[src/hw/ctrlPkg.sv]
package ctrlPkg;

	//**************************************************************************
	// Instruction encodings
	//**************************************************************************

	typedef enum logic [5:0] {
		OpRType  = 6'b000000,
		OpRegImm = 6'b000001,
		OpJ      = 6'b000010,
		OpJal    = 6'b000011,
		OpBeq    = 6'b000100,
		OpBne    = 6'b000101,
		OpBlez   = 6'b000110,
		OpBgtz   = 6'b000111,
		OpAddi   = 6'b001000,
		OpAddiu  = 6'b001001,
		OpSlti   = 6'b001010,
		OpSltiu  = 6'b001011,
		OpAndi   = 6'b001100,
		OpOri    = 6'b001101,
		OpXori   = 6'b001110,
		OpLui    = 6'b001111,
		OpLb     = 6'b100000,
		OpLh     = 6'b100001,
		OpLw     = 6'b100011,
		OpLbu    = 6'b100100,
		OpLhu    = 6'b100101,
		OpSb     = 6'b101000,
		OpSh     = 6'b101001,
		OpSw     = 6'b101011
	} opcode_t;

	typedef enum logic [5:0] {
		FnSll     = 6'b000000,
		FnSrl     = 6'b000010,
		FnSra     = 6'b000011,
		FnSllv    = 6'b000100,
		FnSrlv    = 6'b000110,
		FnSrav    = 6'b000111,
		FnJr      = 6'b001000,
		FnJalr    = 6'b001001,
		FnSyscall = 6'b001100,
		FnBreak   = 6'b001101,
		FnMfhi    = 6'b010000,
		FnMthi    = 6'b010001,
		FnMflo    = 6'b010010,
		FnMtlo    = 6'b010011,
		FnMult    = 6'b011000,
		FnMultu   = 6'b011001,
		FnDiv     = 6'b011010,
		FnDivu    = 6'b011011,
		FnAdd     = 6'b100000,
		FnAddu    = 6'b100001,
		FnSub     = 6'b100010,
		FnSubu    = 6'b100011,
		FnAnd     = 6'b100100,
		FnOr      = 6'b100101,
		FnXor     = 6'b100110,
		FnNor     = 6'b100111,
		FnSlt     = 6'b101010,
		FnSltu    = 6'b101011
	} funct_t;

	// rt field of the REGIMM group
	localparam logic [4:0] RtBltz   = 5'b00000;
	localparam logic [4:0] RtBgez   = 5'b00001;
	localparam logic [4:0] RtBltzal = 5'b10000;
	localparam logic [4:0] RtBgezal = 5'b10001;

	//**************************************************************************
	// Control word fields
	//**************************************************************************

	typedef enum logic [4:0] {
		AluAdd  = 5'b00000,
		AluSub  = 5'b00001,
		AluOr   = 5'b00010,
		AluAnd  = 5'b00011,
		AluNor  = 5'b00100,
		AluXor  = 5'b00101,
		AluSll  = 5'b00110,
		AluSrl  = 5'b00111,
		AluSra  = 5'b01000,
		AluSlt  = 5'b01001,
		AluSltu = 5'b01010,
		AluAddu = 5'b01100,
		AluSubu = 5'b10000,
		AluNone = 5'b11111
	} aluOp_t;

	typedef enum logic [3:0] {MduMultu = 4'd0, MduMult = 4'd1, MduDivu = 4'd2, MduDiv = 4'd3} mduOp_t;
	typedef enum logic [1:0] {NpcSeq, NpcBranch, NpcJump, NpcJumpReg} npcOp_t;
	typedef enum logic [1:0] {ExtZero, ExtSign, ExtUpper} extOp_t;
	typedef enum logic [2:0] {WbHiLo, WbUpper, WbAlu, WbLink, WbMem} wbSel_t;
	typedef enum logic [1:0] {DstRt, DstRd, DstRa} dstSel_t;
	typedef enum logic [1:0] {HiloLo, HiloHi, HiloMdu} hiloWrSel_t;

	// Access size, None shares the word encoding since the strobes qualify it
	typedef logic [2:0] memSize_t;
	localparam memSize_t MemSb   = 3'b000;
	localparam memSize_t MemSh   = 3'b001;
	localparam memSize_t MemSw   = 3'b010;
	localparam memSize_t MemLbu  = 3'b011;
	localparam memSize_t MemLb   = 3'b100;
	localparam memSize_t MemLhu  = 3'b101;
	localparam memSize_t MemLh   = 3'b110;
	localparam memSize_t MemLw   = 3'b111;
	localparam memSize_t MemNone = 3'b111;

	// Exception codes, fetch codes arrive from the fetch stage unchanged
	typedef logic [4:0] excCode_t;
	localparam excCode_t ExcNone = 5'd0;
	localparam excCode_t ExcSys  = 5'd8;
	localparam excCode_t ExcBp   = 5'd9;
	localparam excCode_t ExcRi   = 5'd10;

endpackage

[src/hw/aluDecode.sv]
module aluDecode (
	input  ctrlPkg::opcode_t op,
	input  ctrlPkg::funct_t  funct,
	output ctrlPkg::aluOp_t  aluOp,
	output logic             shamtSel,
	output ctrlPkg::extOp_t  extOp,
	output logic             immSrc
);

	always_comb begin
		aluOp = ctrlPkg::AluNone;
		case (op)
			ctrlPkg::OpRType:
				case (funct)
					ctrlPkg::FnAdd:  aluOp = ctrlPkg::AluAdd;
					ctrlPkg::FnAddu: aluOp = ctrlPkg::AluAddu;
					ctrlPkg::FnSub:  aluOp = ctrlPkg::AluSub;
					ctrlPkg::FnSubu: aluOp = ctrlPkg::AluSubu;
					ctrlPkg::FnAnd:  aluOp = ctrlPkg::AluAnd;
					ctrlPkg::FnOr:   aluOp = ctrlPkg::AluOr;
					ctrlPkg::FnXor:  aluOp = ctrlPkg::AluXor;
					ctrlPkg::FnNor:  aluOp = ctrlPkg::AluNor;
					ctrlPkg::FnSll, ctrlPkg::FnSllv: aluOp = ctrlPkg::AluSll;
					ctrlPkg::FnSrl, ctrlPkg::FnSrlv: aluOp = ctrlPkg::AluSrl;
					ctrlPkg::FnSra, ctrlPkg::FnSrav: aluOp = ctrlPkg::AluSra;
					ctrlPkg::FnSlt:  aluOp = ctrlPkg::AluSlt;
					ctrlPkg::FnSltu: aluOp = ctrlPkg::AluSltu;
					default:         aluOp = ctrlPkg::AluNone;
				endcase
			ctrlPkg::OpAddi:  aluOp = ctrlPkg::AluAdd;
			ctrlPkg::OpAddiu: aluOp = ctrlPkg::AluAddu;
			ctrlPkg::OpSlti:  aluOp = ctrlPkg::AluSlt;
			ctrlPkg::OpSltiu: aluOp = ctrlPkg::AluSltu;
			ctrlPkg::OpAndi:  aluOp = ctrlPkg::AluAnd;
			ctrlPkg::OpOri:   aluOp = ctrlPkg::AluOr;
			ctrlPkg::OpXori:  aluOp = ctrlPkg::AluXor;
			ctrlPkg::OpLb, ctrlPkg::OpLbu, ctrlPkg::OpLh, ctrlPkg::OpLhu, ctrlPkg::OpLw,
			ctrlPkg::OpSb, ctrlPkg::OpSh, ctrlPkg::OpSw: aluOp = ctrlPkg::AluAdd;	// Address add
			default:          aluOp = ctrlPkg::AluNone;
		endcase
	end

	// Constant shifts take shamt instead of rs
	assign shamtSel = (op == ctrlPkg::OpRType) &&
		(funct == ctrlPkg::FnSll || funct == ctrlPkg::FnSrl || funct == ctrlPkg::FnSra);

	always_comb begin
		immSrc = 1'b1;
		extOp = ctrlPkg::ExtSign;
		case (op)
			ctrlPkg::OpAddi, ctrlPkg::OpAddiu, ctrlPkg::OpSlti, ctrlPkg::OpSltiu,
			ctrlPkg::OpLb, ctrlPkg::OpLbu, ctrlPkg::OpLh, ctrlPkg::OpLhu, ctrlPkg::OpLw,
			ctrlPkg::OpSb, ctrlPkg::OpSh, ctrlPkg::OpSw: extOp = ctrlPkg::ExtSign;
			ctrlPkg::OpAndi, ctrlPkg::OpOri, ctrlPkg::OpXori: extOp = ctrlPkg::ExtZero;	// Logical ops
			ctrlPkg::OpLui: extOp = ctrlPkg::ExtUpper;
			default: begin
				immSrc = 1'b0;	// Register operand B
				extOp = ctrlPkg::ExtZero;
			end
		endcase
	end

endmodule

[src/hw/branchDecode.sv]
module branchDecode (
	input  logic             clk,
	input  logic             rst,
	input  ctrlPkg::opcode_t op,
	input  ctrlPkg::funct_t  funct,
	input  logic [4:0]       rt,
	input  logic             rsEqRt,
	input  logic             rsNeg,
	input  logic             rsPos,	// rs > 0
	input  logic             instrValid,
	output logic             isBranch,
	output ctrlPkg::npcOp_t  npcOp,
	output logic             inDelaySlot
);

	logic taken;

	//**************************************************************************
	// Branch class and condition resolution
	//**************************************************************************

	always_comb begin
		isBranch = 1'b1;
		taken = 1'b0;
		npcOp = ctrlPkg::NpcSeq;
		case (op)
			ctrlPkg::OpBeq:  taken = rsEqRt;
			ctrlPkg::OpBne:  taken = !rsEqRt;
			ctrlPkg::OpBlez: taken = !rsPos;
			ctrlPkg::OpBgtz: taken = rsPos;
			ctrlPkg::OpRegImm:
				case (rt)
					ctrlPkg::RtBgez, ctrlPkg::RtBgezal: taken = !rsNeg;
					ctrlPkg::RtBltz, ctrlPkg::RtBltzal: taken = rsNeg;
					default: isBranch = 1'b0;	// Unknown rt is not a branch
				endcase
			ctrlPkg::OpJ, ctrlPkg::OpJal: npcOp = ctrlPkg::NpcJump;
			ctrlPkg::OpRType:
				if (funct == ctrlPkg::FnJr || funct == ctrlPkg::FnJalr) begin
					npcOp = ctrlPkg::NpcJumpReg;
				end else begin
					isBranch = 1'b0;
				end
			default: isBranch = 1'b0;
		endcase
		if (taken) begin
			npcOp = ctrlPkg::NpcBranch;
		end
	end

	// Delay slot marker for the next valid instruction
	always_ff @(posedge clk) begin
		if (!rst) begin
			inDelaySlot <= 1'b0;
		end else if (instrValid) begin
			inDelaySlot <= isBranch;
		end
	end

	npcSeqWhenNoBranch: assert property (@(posedge clk) disable iff (!rst)
		!isBranch |-> npcOp == ctrlPkg::NpcSeq)
		else $error("npcOp %0d without a branch", npcOp);

endmodule

[src/hw/memDecode.sv]
module memDecode (
	input  ctrlPkg::opcode_t  op,
	output logic              dmRd,
	output logic              dmWr,
	output ctrlPkg::memSize_t dmSize,
	output logic              dcacheEn
);

	always_comb begin
		dmRd = 1'b0;
		dmWr = 1'b0;
		dmSize = ctrlPkg::MemNone;
		case (op)
			ctrlPkg::OpLb: begin
				dmRd = 1'b1;
				dmSize = ctrlPkg::MemLb;
			end
			ctrlPkg::OpLbu: begin
				dmRd = 1'b1;
				dmSize = ctrlPkg::MemLbu;
			end
			ctrlPkg::OpLh: begin
				dmRd = 1'b1;
				dmSize = ctrlPkg::MemLh;
			end
			ctrlPkg::OpLhu: begin
				dmRd = 1'b1;
				dmSize = ctrlPkg::MemLhu;
			end
			ctrlPkg::OpLw: begin
				dmRd = 1'b1;
				dmSize = ctrlPkg::MemLw;
			end
			ctrlPkg::OpSb: begin
				dmWr = 1'b1;
				dmSize = ctrlPkg::MemSb;
			end
			ctrlPkg::OpSh: begin
				dmWr = 1'b1;
				dmSize = ctrlPkg::MemSh;
			end
			ctrlPkg::OpSw: begin
				dmWr = 1'b1;
				dmSize = ctrlPkg::MemSw;
			end
			default: dmSize = ctrlPkg::MemNone;
		endcase
	end

	assign dcacheEn = dmRd | dmWr;	// Any data cache access

	// Checked on every opcode change
	noReadAndWrite: assert property (@(op) !(dmRd && dmWr))
		else $error("dmRd and dmWr both set");

endmodule

[src/hw/hiloDecode.sv]
module hiloDecode (
	input  ctrlPkg::opcode_t    op,
	input  ctrlPkg::funct_t     funct,
	output logic                hiloWr,
	output logic                mduStart,
	output ctrlPkg::mduOp_t     mduOp,
	output ctrlPkg::hiloWrSel_t hiloWrSel,
	output logic                hiloRdHi,
	output logic                hiloBusy
);

	logic isR;

	assign isR = (op == ctrlPkg::OpRType);

	always_comb begin
		hiloWr = 1'b0;
		mduStart = 1'b0;
		mduOp = ctrlPkg::MduMultu;
		hiloWrSel = ctrlPkg::HiloLo;
		hiloRdHi = 1'b0;
		hiloBusy = 1'b0;
		if (isR) begin
			case (funct)
				ctrlPkg::FnMult, ctrlPkg::FnMultu, ctrlPkg::FnDiv, ctrlPkg::FnDivu: begin
					hiloWr = 1'b1;
					mduStart = 1'b1;	// Multi-cycle unit kicks off
					hiloWrSel = ctrlPkg::HiloMdu;
					hiloBusy = 1'b1;
				end
				ctrlPkg::FnMthi: begin
					hiloWr = 1'b1;
					hiloWrSel = ctrlPkg::HiloHi;
					hiloBusy = 1'b1;
				end
				ctrlPkg::FnMtlo: begin
					hiloWr = 1'b1;
					hiloBusy = 1'b1;
				end
				ctrlPkg::FnMfhi: begin
					hiloRdHi = 1'b1;
					hiloBusy = 1'b1;
				end
				ctrlPkg::FnMflo: hiloBusy = 1'b1;	// Reads LO
				default: hiloBusy = 1'b0;
			endcase
			case (funct)
				ctrlPkg::FnMult: mduOp = ctrlPkg::MduMult;
				ctrlPkg::FnDivu: mduOp = ctrlPkg::MduDivu;
				ctrlPkg::FnDiv:  mduOp = ctrlPkg::MduDiv;
				default:         mduOp = ctrlPkg::MduMultu;
			endcase
		end
	end

endmodule

[src/hw/writebackDecode.sv]
module writebackDecode (
	input  ctrlPkg::opcode_t op,
	input  ctrlPkg::funct_t  funct,
	input  logic [4:0]       rt,
	output logic             rfWr,
	output ctrlPkg::dstSel_t dstSel,
	output ctrlPkg::wbSel_t  wbSel
);

	logic linkBranch;

	// BGEZAL and BLTZAL write the return address
	assign linkBranch = (op == ctrlPkg::OpRegImm) &&
		(rt == ctrlPkg::RtBgezal || rt == ctrlPkg::RtBltzal);

	always_comb begin
		rfWr = 1'b1;
		dstSel = ctrlPkg::DstRt;
		wbSel = ctrlPkg::WbAlu;
		case (op)
			ctrlPkg::OpRType: begin
				dstSel = ctrlPkg::DstRd;
				case (funct)
					ctrlPkg::FnJalr: wbSel = ctrlPkg::WbLink;
					ctrlPkg::FnMfhi, ctrlPkg::FnMflo: wbSel = ctrlPkg::WbHiLo;
					ctrlPkg::FnJr, ctrlPkg::FnSyscall, ctrlPkg::FnBreak, ctrlPkg::FnMthi,
					ctrlPkg::FnMtlo, ctrlPkg::FnMult, ctrlPkg::FnMultu, ctrlPkg::FnDiv,
					ctrlPkg::FnDivu: rfWr = 1'b0;
					default: rfWr = (funct inside {ctrlPkg::FnSll, ctrlPkg::FnSrl,
						ctrlPkg::FnSra, ctrlPkg::FnSllv, ctrlPkg::FnSrlv, ctrlPkg::FnSrav,
						ctrlPkg::FnAdd, ctrlPkg::FnAddu, ctrlPkg::FnSub, ctrlPkg::FnSubu,
						ctrlPkg::FnAnd, ctrlPkg::FnOr, ctrlPkg::FnXor, ctrlPkg::FnNor,
						ctrlPkg::FnSlt, ctrlPkg::FnSltu});
				endcase
			end
			ctrlPkg::OpAddi, ctrlPkg::OpAddiu, ctrlPkg::OpSlti, ctrlPkg::OpSltiu,
			ctrlPkg::OpAndi, ctrlPkg::OpOri, ctrlPkg::OpXori: wbSel = ctrlPkg::WbAlu;
			ctrlPkg::OpLui: wbSel = ctrlPkg::WbUpper;
			ctrlPkg::OpLb, ctrlPkg::OpLbu, ctrlPkg::OpLh, ctrlPkg::OpLhu,
			ctrlPkg::OpLw: wbSel = ctrlPkg::WbMem;
			ctrlPkg::OpJal: begin
				dstSel = ctrlPkg::DstRa;	// r31
				wbSel = ctrlPkg::WbLink;
			end
			ctrlPkg::OpRegImm: begin
				rfWr = linkBranch;
				dstSel = linkBranch ? ctrlPkg::DstRa : ctrlPkg::DstRt;
				wbSel = linkBranch ? ctrlPkg::WbLink : ctrlPkg::WbAlu;
			end
			default: rfWr = 1'b0;	// Stores, branches, J and unknown
		endcase
	end

endmodule

[src/hw/excDecode.sv]
module excDecode (
	input  logic               clk,
	input  logic               rst,
	input  ctrlPkg::opcode_t   op,
	input  ctrlPkg::funct_t    funct,
	input  logic               rfWr,
	input  logic               hiloWr,
	input  logic               dmWr,
	input  logic               isBranch,
	input  logic               flush,
	input  logic               fetchExc,
	input  ctrlPkg::excCode_t  fetchExcCode,
	output logic               exception,
	output ctrlPkg::excCode_t  excCode
);

	logic rstGuard;	// Set for the first cycle out of reset
	logic isBreak;
	logic isSyscall;
	logic known;

	always_ff @(posedge clk) begin
		rstGuard <= !rst;
	end

	assign isBreak = (op == ctrlPkg::OpRType) && (funct == ctrlPkg::FnBreak);
	assign isSyscall = (op == ctrlPkg::OpRType) && (funct == ctrlPkg::FnSyscall);

	// Anything that drives some datapath action is a legal instruction
	assign known = rfWr | hiloWr | dmWr | isBranch | (op == ctrlPkg::OpJ) | isBreak | isSyscall;

	always_comb begin
		exception = 1'b1;
		excCode = ctrlPkg::ExcNone;
		if (fetchExc) begin
			excCode = fetchExcCode;	// Earlier stage wins
		end else if (!known && !flush && !rstGuard) begin
			excCode = ctrlPkg::ExcRi;
		end else if (isBreak) begin
			excCode = ctrlPkg::ExcBp;
		end else if (isSyscall) begin
			excCode = ctrlPkg::ExcSys;
		end else begin
			exception = 1'b0;
		end
	end

	codeZeroWhenIdle: assert property (@(posedge clk) disable iff (!rst)
		!exception |-> excCode == ctrlPkg::ExcNone)
		else $error("excCode %0d with no exception", excCode);

endmodule

[src/hw/idControl.sv]
module idControl (
	input  logic                clk,
	input  logic                rst,
	input  logic [31:0]         instr,
	input  logic                instrValid,
	input  logic                rsEqRt,
	input  logic                rsNeg,
	input  logic                rsPos,
	input  logic                flush,
	input  logic                fetchExc,
	input  ctrlPkg::excCode_t   fetchExcCode,
	output logic                ctrlValid,
	output ctrlPkg::aluOp_t     aluOp,
	output logic                shamtSel,
	output ctrlPkg::extOp_t     extOp,
	output logic                immSrc,
	output logic                isBranch,
	output ctrlPkg::npcOp_t     npcOp,
	output logic                inDelaySlot,
	output logic                dmRd,
	output logic                dmWr,
	output ctrlPkg::memSize_t   dmSize,
	output logic                dcacheEn,
	output logic                hiloWr,
	output logic                mduStart,
	output ctrlPkg::mduOp_t     mduOp,
	output ctrlPkg::hiloWrSel_t hiloWrSel,
	output logic                hiloRdHi,
	output logic                hiloBusy,
	output logic                rfWr,
	output ctrlPkg::dstSel_t    dstSel,
	output ctrlPkg::wbSel_t     wbSel,
	output logic                exception,
	output ctrlPkg::excCode_t   excCode
);

	ctrlPkg::opcode_t    op;
	ctrlPkg::funct_t     funct;
	logic [4:0]          rt;
	ctrlPkg::aluOp_t     aluOpDec;
	logic                shamtSelDec;
	ctrlPkg::extOp_t     extOpDec;
	logic                immSrcDec;
	logic                isBranchDec;
	ctrlPkg::npcOp_t     npcOpDec;
	logic                inDelaySlotDec;
	logic                dmRdDec;
	logic                dmWrDec;
	ctrlPkg::memSize_t   dmSizeDec;
	logic                dcacheEnDec;
	logic                hiloWrDec;
	logic                mduStartDec;
	ctrlPkg::mduOp_t     mduOpDec;
	ctrlPkg::hiloWrSel_t hiloWrSelDec;
	logic                hiloRdHiDec;
	logic                hiloBusyDec;
	logic                rfWrDec;
	ctrlPkg::dstSel_t    dstSelDec;
	ctrlPkg::wbSel_t     wbSelDec;
	logic                exceptionDec;
	ctrlPkg::excCode_t   excCodeDec;

	assign op = ctrlPkg::opcode_t'(instr[31:26]);
	assign rt = instr[20:16];
	assign funct = ctrlPkg::funct_t'(instr[5:0]);

	aluDecode u_alu (.op(op), .funct(funct), .aluOp(aluOpDec), .shamtSel(shamtSelDec),
		.extOp(extOpDec), .immSrc(immSrcDec));

	branchDecode u_branch (.clk(clk), .rst(rst), .op(op), .funct(funct), .rt(rt),
		.rsEqRt(rsEqRt), .rsNeg(rsNeg), .rsPos(rsPos), .instrValid(instrValid),
		.isBranch(isBranchDec), .npcOp(npcOpDec), .inDelaySlot(inDelaySlotDec));

	memDecode u_mem (.op(op), .dmRd(dmRdDec), .dmWr(dmWrDec), .dmSize(dmSizeDec),
		.dcacheEn(dcacheEnDec));

	hiloDecode u_hilo (.op(op), .funct(funct), .hiloWr(hiloWrDec), .mduStart(mduStartDec),
		.mduOp(mduOpDec), .hiloWrSel(hiloWrSelDec), .hiloRdHi(hiloRdHiDec),
		.hiloBusy(hiloBusyDec));

	writebackDecode u_wb (.op(op), .funct(funct), .rt(rt), .rfWr(rfWrDec),
		.dstSel(dstSelDec), .wbSel(wbSelDec));

	excDecode u_exc (.clk(clk), .rst(rst), .op(op), .funct(funct), .rfWr(rfWrDec),
		.hiloWr(hiloWrDec), .dmWr(dmWrDec), .isBranch(isBranchDec), .flush(flush),
		.fetchExc(fetchExc), .fetchExcCode(fetchExcCode), .exception(exceptionDec),
		.excCode(excCodeDec));

	//**************************************************************************
	// ID/EX stage register
	//**************************************************************************

	always_ff @(posedge clk) begin
		if (!rst || !instrValid) begin	// Empty slot carries no enables
			ctrlValid <= 1'b0;
			isBranch <= 1'b0;
			npcOp <= ctrlPkg::NpcSeq;
			inDelaySlot <= 1'b0;
			dmRd <= 1'b0;
			dmWr <= 1'b0;
			dcacheEn <= 1'b0;
			hiloWr <= 1'b0;
			mduStart <= 1'b0;
			hiloBusy <= 1'b0;
			rfWr <= 1'b0;
			exception <= 1'b0;
			excCode <= ctrlPkg::ExcNone;
		end else begin
			ctrlValid <= 1'b1;
			isBranch <= isBranchDec;
			npcOp <= npcOpDec;
			inDelaySlot <= inDelaySlotDec;
			dmRd <= dmRdDec;
			dmWr <= dmWrDec;
			dcacheEn <= dcacheEnDec;
			hiloWr <= hiloWrDec;
			mduStart <= mduStartDec;
			hiloBusy <= hiloBusyDec;
			rfWr <= rfWrDec;
			exception <= exceptionDec;
			excCode <= excCodeDec;
		end
	end

	// Operation and select fields, qualified by the enables above
	always_ff @(posedge clk) begin
		if (instrValid) begin
			aluOp <= aluOpDec;
			shamtSel <= shamtSelDec;
			extOp <= extOpDec;
			immSrc <= immSrcDec;
			dmSize <= dmSizeDec;
			mduOp <= mduOpDec;
			hiloWrSel <= hiloWrSelDec;
			hiloRdHi <= hiloRdHiDec;
			dstSel <= dstSelDec;
			wbSel <= wbSelDec;
		end
	end

endmodule

[config.mk]
export PLATFORM = sky130hd
export DESIGN_NAME = idControl
export DESIGN_NICKNAME = d
export VERILOG_FILES = /design/src/hw/ctrlPkg.sv /design/src/hw/aluDecode.sv /design/src/hw/branchDecode.sv /design/src/hw/memDecode.sv /design/src/hw/hiloDecode.sv /design/src/hw/writebackDecode.sv /design/src/hw/excDecode.sv /design/src/hw/idControl.sv
export SDC_FILE = /design/constraint.sdc
export NUM_CORES = 1
export LEC_CHECK = 0
export ABC_AREA = 1
export BUFFER_PORTS_ARGS = -buffer_cell sky130_fd_sc_hd__buf_2
export CORE_MARGIN = 1
export CORE_UTILIZATION = 48
export DETAILED_ROUTE_END_ITERATION = 8
export GPL_TIMING_DRIVEN = 0
export PLACE_DENSITY = 0.8
export SLEW_MARGIN = 40
export SYNTH_ARGS = -nofsm -noshare
export SYNTH_HDL_FRONTEND = slang
export SYNTH_SLANG_ARGS = --single-unit
export TNS_END_PERCENT = 50
[constraint.sdc]
create_clock -name clk -period 2.1 [get_ports clk]
set_clock_uncertainty 0.15 [all_clocks]
set_input_delay 0.21 -clock clk [delete_from_list [all_inputs] [get_ports clk]]
set_output_delay 0.21 -clock clk [all_outputs]
set_load 0.005 [all_outputs]
==> Word-level counts from Yosys, hierarchy flattened <==
Memories as Yosys holds them, arrays and structs flattened.
Index checks and enable logic that the tools add are counted.
{ "word_totals": {"register_bits": 44, "mem_bits_ro": 320, "word_cells": 167, "n_memories": 1} }
{ "classes": {"n_eq_ne": 53, "mux": 37, "bitwise": 8, "reduce_logical": 42} }
{ "mem_list": {"columns": ["name", "depth", "word_bits", "read_ports", "rd_ports_with_merged_regs", "write_ports", "line_no", "text"], "rows": [
  ["(name not given)", 64, 5, 1, 0, 0, "aluDecode.sv:14", "case (funct)"]
]} }
{ "ops": {"columns": ["operator", "count"], "rows": [
  ["== test 6 bit, second input constant", 18],
  ["== test 6 x 4 -> 1 bit, second input constant", 12],
  ["== test 6 x 5 -> 1 bit, second input constant", 8],
  ["== test 6 x 3 -> 1 bit, second input constant", 7],
  ["one-hot mux 5 bit (8 select lines)", 1],
  ["== test 6 x 2 -> 1 bit, second input constant", 4],
  ["one-hot mux 3 bit (7 select lines)", 1],
  ["OR reduction 9 bit", 2],
  ["2-to-1 mux 1 bit", 17],
  ["one-hot mux 2 bit (2 select lines)", 4],
  ["nonzero test 16 bit", 1],
  ["OR reduction 16 bit", 1],
  ["2-to-1 mux 5 bit", 3],
  ["one-hot mux 3 bit (5 select lines)", 1],
  ["OR reduction 14 bit", 1],
  ["logical NOT 6 bit", 2],
  ["one-hot mux 2 bit (3 select lines)", 2],
  ["OR reduction 12 bit", 1],
  ["OR reduction 2 bit", 6],
  ["OR reduction 6 bit", 2],
  ["== test 5 bit, second input constant", 2],
  ["logical NOT 1 bit", 8],
  ["OR reduction 4 bit", 2],
  ["OR reduction 8 bit", 1],
  ["14 further kinds", 33]
]} }

==> Depth between registers and ports, before layout <==
Gate-level depths: netlist of the first run.
{ "depth": {"depth_word": 15, "mapped_depth": 13} }

==> Cells and area by module <==
A second synthesis of the first run with hierarchy kept.
{ "hier_totals": {"cells_unflattened": 394, "hier_area_um2": 2750.1} }
{ "by_module_without_submodules": {"columns": ["mod", "n_inst", "cells_per_inst", "area_each_um2", "seq_area_each_um2"], "rows": [
  ["idControl", 1, 79, 1229.9, 1081.0],
  ["aluDecode", 1, 113, 519.2, 0.0],
  ["writebackDecode", 1, 60, 285.3, 0.0],
  ["branchDecode", 1, 38, 221.5, 20.0],
  ["excDecode", 1, 37, 177.7, 20.0],
  ["memDecode", 1, 37, 175.2, 0.0],
  ["hiloDecode", 1, 30, 141.4, 0.0]
]} }

==> Worst setup path after synthesis of the first run <==
OpenSTA, ideal clock, no wires.
{ "synth_timing": {"kind": "input -> register", "startpoint": "input port instr[3]", "endpoint": "register aluOp[2], data pin", "setup_time_ns": 0.264, "arrival_ns": 1.154, "t_required_ns": 1.686, "slack_ns": 0.532, "cell_stages": 8, "path_buffers": 1, "cell_sequence": "buf_2 > nand2_1 > inv_1 > nor3_1 > o21ai_0 > o21a_1 > a31oi_1 > nand3_1"} }
{ "synth_via": {"elab_chain_len": 2} }
{ "synth_lines": {"columns": ["element", "line_no", "text"], "rows": [
  ["from (decl)", "idControl.sv:4", "input logic [31:0] instr,"],
  ["memory (64 x 5 bit)", null, null],
  ["one-hot mux 5 bit (8 select lines)", "aluDecode.sv:12", "case (op)"],
  ["named net aluOpDec[2]", "idControl.sv:40", "ctrlPkg::aluOp_t aluOpDec;"],
  ["to (signal assigned)", "idControl.sv:128", "aluOp <= aluOpDec;"],
  ["to (decl)", "idControl.sv:13", "output ctrlPkg::aluOp_t aluOp,"]
]} }
The timed path passes the listed nets, and every way through them passes these cells.
A chain may end at the register's enable or synchronous reset.

==> Worst setup path after layout of the first run <==
{ "layout_timing": {"startpoint": "input port rst", "endpoint": "register excCode[0]"} }
{ "layout_via": {"elab_chain_len": 2} }
{ "layout_lines": {"columns": ["element", "line_no", "text"], "rows": [
  ["from (decl)", "idControl.sv:3", "input logic rst,"],
  ["logical NOT 1 bit", null, null],
  ["logical OR 1 bit", "idControl.sv:94", "if (!rst || !instrValid) begin"],
  ["to (signal assigned)", "idControl.sv:107", "excCode <= ctrlPkg::ExcNone;"],
  ["to (signal assigned)", "idControl.sv:121", "excCode <= excCodeDec;"],
  ["to (decl)", "idControl.sv:34", "output ctrlPkg::excCode_t excCode"]
]} }
Every way passes these cells.

==> flow_metrics.env, run 1 <==
export IMPL_rr_startpoint="u_exc.rstGuard"
export IMPL_worst_r2r_path_depth=9
export IMPL_synthFlopType="edfxtp_1"
export IMPL_dieArea_mm2=0.00470
export IMPL_critical_path_required_ns=2.15
export IMPL_path_cells="dlygate4sd3_1 > buf_2 > nand2_1 > clkinv_1 > nand2_1 > nor4_1 > nand3_1 > nand2_1"
export IMPL_num_vias=2052
export IMPL_synth_edf_count=22
export IMPL_finalCritPeriodShare_pct=83.9
export IMPL_relSlewSlack_pct=65.9
export IMPL_ant_nets=0
export IMPL_vias_per_cell=5.16
export IMPL_hold_path_cell_count=3
export IMPL_critical_path_class="input pin to flip-flop"
export IMPL_cp_top_family="buffers and inverters"
export IMPL_synth_cells=266
export IMPL_status="completed"
export IMPL_grt_pass1_vias=1835
export IMPL_setup_viol_count_final=0
export IMPL_synth_area_mm2=0.00213
export IMPL_ys_seq_elements=42
export IMPL_die_w_um=68.6
export IMPL_placementRows=23
export IMPL_fin_ws_ns=0.338
export IMPL_final_cells=398
export IMPL_clkLatencyLatePin_ns=0.29
export IMPL_drtIter0Drc=170
export IMPL_hold_path_endpoint="excCode[4]"
export IMPL_overflow=0
export IMPL_ios=87
export IMPL_initial_core_util_pct=51.7
export IMPL_post_synth_cell_area_avg_um2=7.99
export IMPL_leakage_nw=1.32
export IMPL_drt_first_pass_iters=4
export IMPL_nets=397
export IMPL_placed_cell_area_mm2=0.00253
export IMPL_ys_top_cells_by_count="53 x nand2_1, 42 x inv_1, 39 x nor2_1"
export IMPL_slowest_stage="dlygate4sd3_1"
export IMPL_hold_start="fetchExc"
export IMPL_crit_top_cell="nand2_1"
export IMPL_yosysMostFrequentCell="nand2_1"
export IMPL_critPathCaptureType="flip-flop"
export IMPL_area_sequential_mm2=0.00106
export IMPL_async_flop_share_pct=0
export IMPL_portBuffers=68
export IMPL_grt_max_degree=25
export IMPL_critPathLaunchType="input pin"
export IMPL_core_area_mm2=0.00412
export IMPL_place_inst=385
export IMPL_avgRoutedWirePerCell_um=12.4
export IMPL_cts_tree="yes"
export IMPL_synth_cell_types=31
export IMPL_cts_root_buffer="clkbuf_8"
export IMPL_fin_crit_ns=1.76
export IMPL_ys_warn_count=0
export IMPL_dpl_hpwl_mm=3.71
export IMPL_reg2reg_slack_ns=0.89
export IMPL_multi_input_area_um2=868
export IMPL_post_cts_buffers=0
export IMPL_die_y_um=68.6
export IMPL_slowest_delay_ns=0.52
export IMPL_syn2layout_area_growth_pct=25.2
export IMPL_drc=0
export IMPL_drive_gt1_share_pct=23.6
export IMPL_pre_cts_ws_ns=0.0577
export IMPL_maxSlewViolCount=0
export IMPL_totalWireLength_mm=4.95
export IMPL_hold_class="input pin to flip-flop"
export IMPL_cts_resized=0
export IMPL_synth_area_leaders="edfxtp_1 31%, dfxtp_1 19%, nand2_1 9.4%"
export IMPL_numCtsBuffers=5
export IMPL_final_hold_viol_count=0
export IMPL_worstPathArrival_ns=1.81
export IMPL_num_antenna_cells=0
export IMPL_finalPower_mw=1.64
export IMPL_h_tree_depth=2
export IMPL_rsz0062_at_grt="no"
export IMPL_fmax_ghz=0.568
export IMPL_grt_pass1_wl_mm=7.96
export IMPL_ys_seq_area_share_pct=49.9
export IMPL_hold_buffers=5
export IMPL_clk_pin_slew_ns=0.08
export IMPL_fillers=380
export IMPL_cts_num_sinks=42
export IMPL_worst_pin_slew_ns=0.512
export IMPL_track_usage_pct=23.4
export IMPL_antenna_found_initial=0
export IMPL_worst_path_buf_inv=3
export IMPL_finalSetupTns_ns=0
export IMPL_maxCapViolCount=0
export IMPL_crit_fanout=8
export IMPL_gp_congestion=0.978
export IMPL_p_per_area_mw_per_mm2=617
export IMPL_yosysTopAreaCell="edfxtp_1"
export IMPL_vdd_drop_max_uv=393
export IMPL_final_area_mm2=0.00266
export IMPL_clockBufferDepth=2
export IMPL_yosysTopAreaCellShare_pct=31.1
export IMPL_rr_endpoint="excCode[3]"
-- cell families (layout without fill, tap and decap cells) --
kind of cell | after synthesis | in the layout | share of synthesized area (%)
AOI/OAI and AO/OA | 36 | 36 | 10.5
xor gates and xnor gates | 1 | 1 | 0.412
adders and majority gates | 5 | 5 | 2.94
buffers and inverters | 49 | 130 | 9.42
DFF | 42 | 42 | 49.9
other | 1 | 2 | 0.176
and+or+nand+nor | 132 | 132 | 26.7
-- flip-flops by register name (all words and copies together) (netlist names), 2 cells and up --
| name | flops |
|---|---|
| aluOp | 5 |
| excCode | 5 |
| dmSize | 3 |
| wbSel | 3 |
| dstSel | 2 |
| extOp | 2 |
| hiloWrSel | 2 |
| mduOp | 2 |
| npcOp | 2 |
-- worst reg2reg max path: stages, from the launching register on --
cell and delay [ns]:
dfxtp_1 0.30, nor2_1 0.07, nand2_1 0.06, nor2_1 0.10
nand3_1 0.08, nor2_1 0.08, nand2_1 0.09, nand2_1 0.07
nand2_1 0.06, nor2_1 0.08
-- metrics by stage --
step	utilization [%]	hold slack, ns
after floorplan	-	0.137
after CTS	64.7	0.0350
after global placement	61.5	0.244
after global routing	64.7	0.0784
after detailed placement	61.5	0.253
final	64.7	0.0418
-- worst max path at each step --
stage	depth (start not counted)	slack, ns	endpoint	start
floorplan	8	0.53	aluOp[2]	instr[3]
global placement	12	0.09	exception	instr[1]
detailed placement	12	0.06	excCode[3]	instr[1]
CTS	8	0.34	excCode[0]	rst
global route	7	0.14	excCode[0]	instrValid
finish	8	0.34	excCode[0]	rst
-- report_power, final --
part	internal (mW)	leakage (nW)	switching [mW]
sequential	0.907	0.376	0.00850
combinational	0.0928	0.905	0.148
clock	0.222	0.0407	0.265
-- layout make-up --
class | count | share of cell area [%]
Inverter | 44 | 6.20
Timing Repair Buffer | 73 | 14.7
Clock buffer | 5 | 2.58
Sequential cell | 42 | 39.8
Tap cell | 50 | 2.35
Multi-Input combinational cell | 176 | 32.6
Clock inverter | 3 | 0.423
Buffer | 5 | 1.32
-- metal layers --
| metal | global-route usage, % | part of all wire (%) |
|---|---|---|
| met4 | 12.0 | 1.9 |
| met2 | 37.3 | 45 |
| met5 | 0 | 0 |
| met3 | 5.10 | 8.0 |
| met1 | 29.6 | 45 |
-- cells in the final DEF, fill, tap and decap left out, types with 3 or more instances in the layout --
cell type	count
nor4_1	4
dfxtp_1	20
a31oi_1	3
inv_1	42
buf_2	69
dlygate4sd3_1	5
clkbuf_8	5
nand4_1	3
ha_1	5
nor2_1	39
a21oi_1	11
buf_4	4
nand2_1	53
edfxtp_1	22
clkinv_1	4
o21ai_0	9
nand3_1	28
o211ai_1	3
Power figures use the tool's default switching activity.
==> run 2: changes to the inputs <==
Settings changed: CORE_UTILIZATION 48 to 43, PLACE_DENSITY 0.8 to 0.75.
Clock period 2.1 ns to 1.6 ns, I/O delays scaled along.
==> run 2 against run 1 <==
Sequential share of layout area down 2.1 points. Flip-flop and latch count unchanged. Register-to-register slack worse by 0.55 ns. Die area up 11%. Sequential power up 31%. Utilization down 5.6 points. Total power up 33%. Setup slack worse by 0.24 ns.
==> flow_metrics.env, run 2 (synthesized netlist as in run 1, its figures left out) <==
export IMPL_vias_per_cell=4.84
export IMPL_die_w_um=72.3
export IMPL_gr_usage_met1_pct=26.7
export IMPL_seqPwrFrac_pct=55.1
export IMPL_reg_top3="aluOp x5, excCode x5"
export IMPL_status="completed"
export IMPL_portBuffers=68
export IMPL_place_inst=402
export IMPL_antenna_found_initial=0
export IMPL_overflow=0
export IMPL_critPathCaptureType="flip-flop"
export IMPL_endpoint="excCode[3]"
export IMPL_cts_tree="yes"
export IMPL_finalCritPeriodShare_pct=93.8
export IMPL_grt_max_degree=25
export IMPL_worst_r2r_path_depth=9
export IMPL_p_clk_share_pct=29.2
export IMPL_setup_viol_count_final=0
export IMPL_reg2reg_slack_ns=0.34
export IMPL_track_usage_pct=21.0
export IMPL_fillers=461
export IMPL_final_cells=421
export IMPL_clockBufferDepth=2
export IMPL_crit_fanout=5
export IMPL_final_cell_mix="68 x buf_2, 52 x nand2_1, 40 x inv_1"
export IMPL_initial_core_util_pct=44.7
export IMPL_switching_share_pct=25.4
export IMPL_startpoint="instr[0]"
export IMPL_h_tree_depth=2
export IMPL_hold_class="input pin to flip-flop"
export IMPL_drtIter0Drc=132
export IMPL_cts_num_sinks=42
export IMPL_maxCapViolCount=0
export IMPL_grtUsageMet2_pct=33.6
export IMPL_relSlewSlack_pct=63.8
export IMPL_avgRoutedWirePerCell_um=12.5
export IMPL_clkLatencyLatePin_ns=0.29
export IMPL_rsz0062_at_grt="yes"
export IMPL_finalPower_mw=2.18
export IMPL_ios=87
export IMPL_maxSlewViolCount=0
export IMPL_die_y_um=72.3
export IMPL_critPathLaunchType="input pin"
export IMPL_rr_startpoint="u_exc.rstGuard"
export IMPL_grt_pass1_vias=1892
export IMPL_fmax_ghz=0.667
export IMPL_clk_pin_slew_ns=0.07
export IMPL_fin_hold_ws_ns=0.00760
export IMPL_leakage_nw=1.36
export IMPL_placementRows=25
export IMPL_dieArea_mm2=0.00523
export IMPL_nets=403
export IMPL_num_vias=2038
export IMPL_cts_root_buffer="clkbuf_8"
export IMPL_totalWireLength_mm=5.26
export IMPL_vdd_drop_max_uv=368
export IMPL_core_area_mm2=0.00475
export IMPL_critical_path_class="input pin to flip-flop"
export IMPL_rr_endpoint="excCode[3]"
export IMPL_fin_ws_ns=0.0998
export IMPL_p_int_mw=1.63
export IMPL_use_met3_pct=5.00
export IMPL_numCtsBuffers=5
export IMPL_p_per_area_mw_per_mm2=777
export IMPL_final_common_cell="buf_2"
export IMPL_worstPathArrival_ns=1.58
export IMPL_p_sw_uw=554
export IMPL_worst_pin_slew_ns=0.543
export IMPL_ant_nets=0
export IMPL_fin_crit_ns=1.50
export IMPL_final_util_pct=59.1
export IMPL_final_hold_viol_count=0
export IMPL_drive_gt1_share_pct=29.1
export IMPL_drc=0
export IMPL_critical_path_required_ns=1.68
export IMPL_grt_busiest_layer="met2"
export IMPL_num_antenna_cells=0
export IMPL_pre_cts_ws_ns=-0.388
export IMPL_combPwrFrac_pct=15.7
export IMPL_grt_pass1_wl_mm=8.38
export IMPL_drt_first_pass_iters=4
export IMPL_dpl_hpwl_mm=3.98
export IMPL_syn2layout_area_growth_pct=32.1
export IMPL_gp_congestion=0.895
==> run 2: worst min path at each step <==
stage               startpoint        endpoint  slack [ns]  cells past startpoint
2_1_floorplan              rst  u_exc.rstGuard        0.09                      1
3_3_place_gp               rst  u_exc.rstGuard        0.20                      2
3_5_place_dp               rst  u_exc.rstGuard        0.20                      2
4_1_cts        fetchExcCode[1]      excCode[1]       0.007                      3
5_1_grt        fetchExcCode[1]      excCode[1]        0.06                      3
6_report       fetchExcCode[1]      excCode[1]       0.008                      3
==> run 2: stage by stage <==
step	area [µm²]	setup TNS (ns)
2_1_floorplan	2130	0
3_3_place_gp	2550	-3.39
3_5_place_dp	2550	-3.22
4_1_cts	2710	0
5_1_grt	2810	-0.00685
6_report	2810	0
==> run 2: layer usage <==
| layer | up-vias | wire, µm |
|---|---|---|
| li1 | 1054 | - |
| met1 | 903 | 2410 |
| met2 | 72 | 2440 |
| met3 | 9 | 301 |
| met4 | 0 | 104 |
| met5 | - | 0 |
==> run 2: power groups by stage <==
stage | logic [mW] | registers [mW] | clock network, mW
floorplan | 0.147 | 1.24 | 0
global placement | 0.305 | 1.23 | 0
detailed placement | 0.304 | 1.23 | 0
CTS | 0.320 | 1.20 | 0.654
global route | 0.383 | 1.21 | 0.693
finish | 0.343 | 1.20 | 0.638
==> run 2: critical path, cell delays in order <==
cell      delay, ns
clkbuf_4       0.15
inv_1          0.09
ha_1           0.21
inv_2          0.11
nand2_1        0.09
nand3_2        0.11
nand2_1        0.06
inv_1          0.05
a21oi_1        0.05
nor2_1         0.14
nand2_1        0.11
nand2_1        0.07
nand2_1        0.07
nor2_1         0.10
==> run 2: cell type report <==
class,instances,area [µm²],area share [%]
Sequential cell,42,1060,37.8
Multi-Input combinational cell,176,940,33.5
Timing Repair Buffer,79,440,15.7
Inverter,44,169,6.01
Tap cell,67,83.8,2.98
Clock buffer,7,76.3,2.72
Buffer,5,35.0,1.25
Clock inverter,1,3.75,0.134
==> run 2: what timing repair did <==
item | CTS | global route
endpoints found under the hold margin | 6 | 0
setup endpoints to repair | 3 | 9
pin swaps | 0 | 3
resized for setup | 4 | 16
setup buffers | 0 | 5
cloned | 0 | 0
hold buffers | 6 | 0
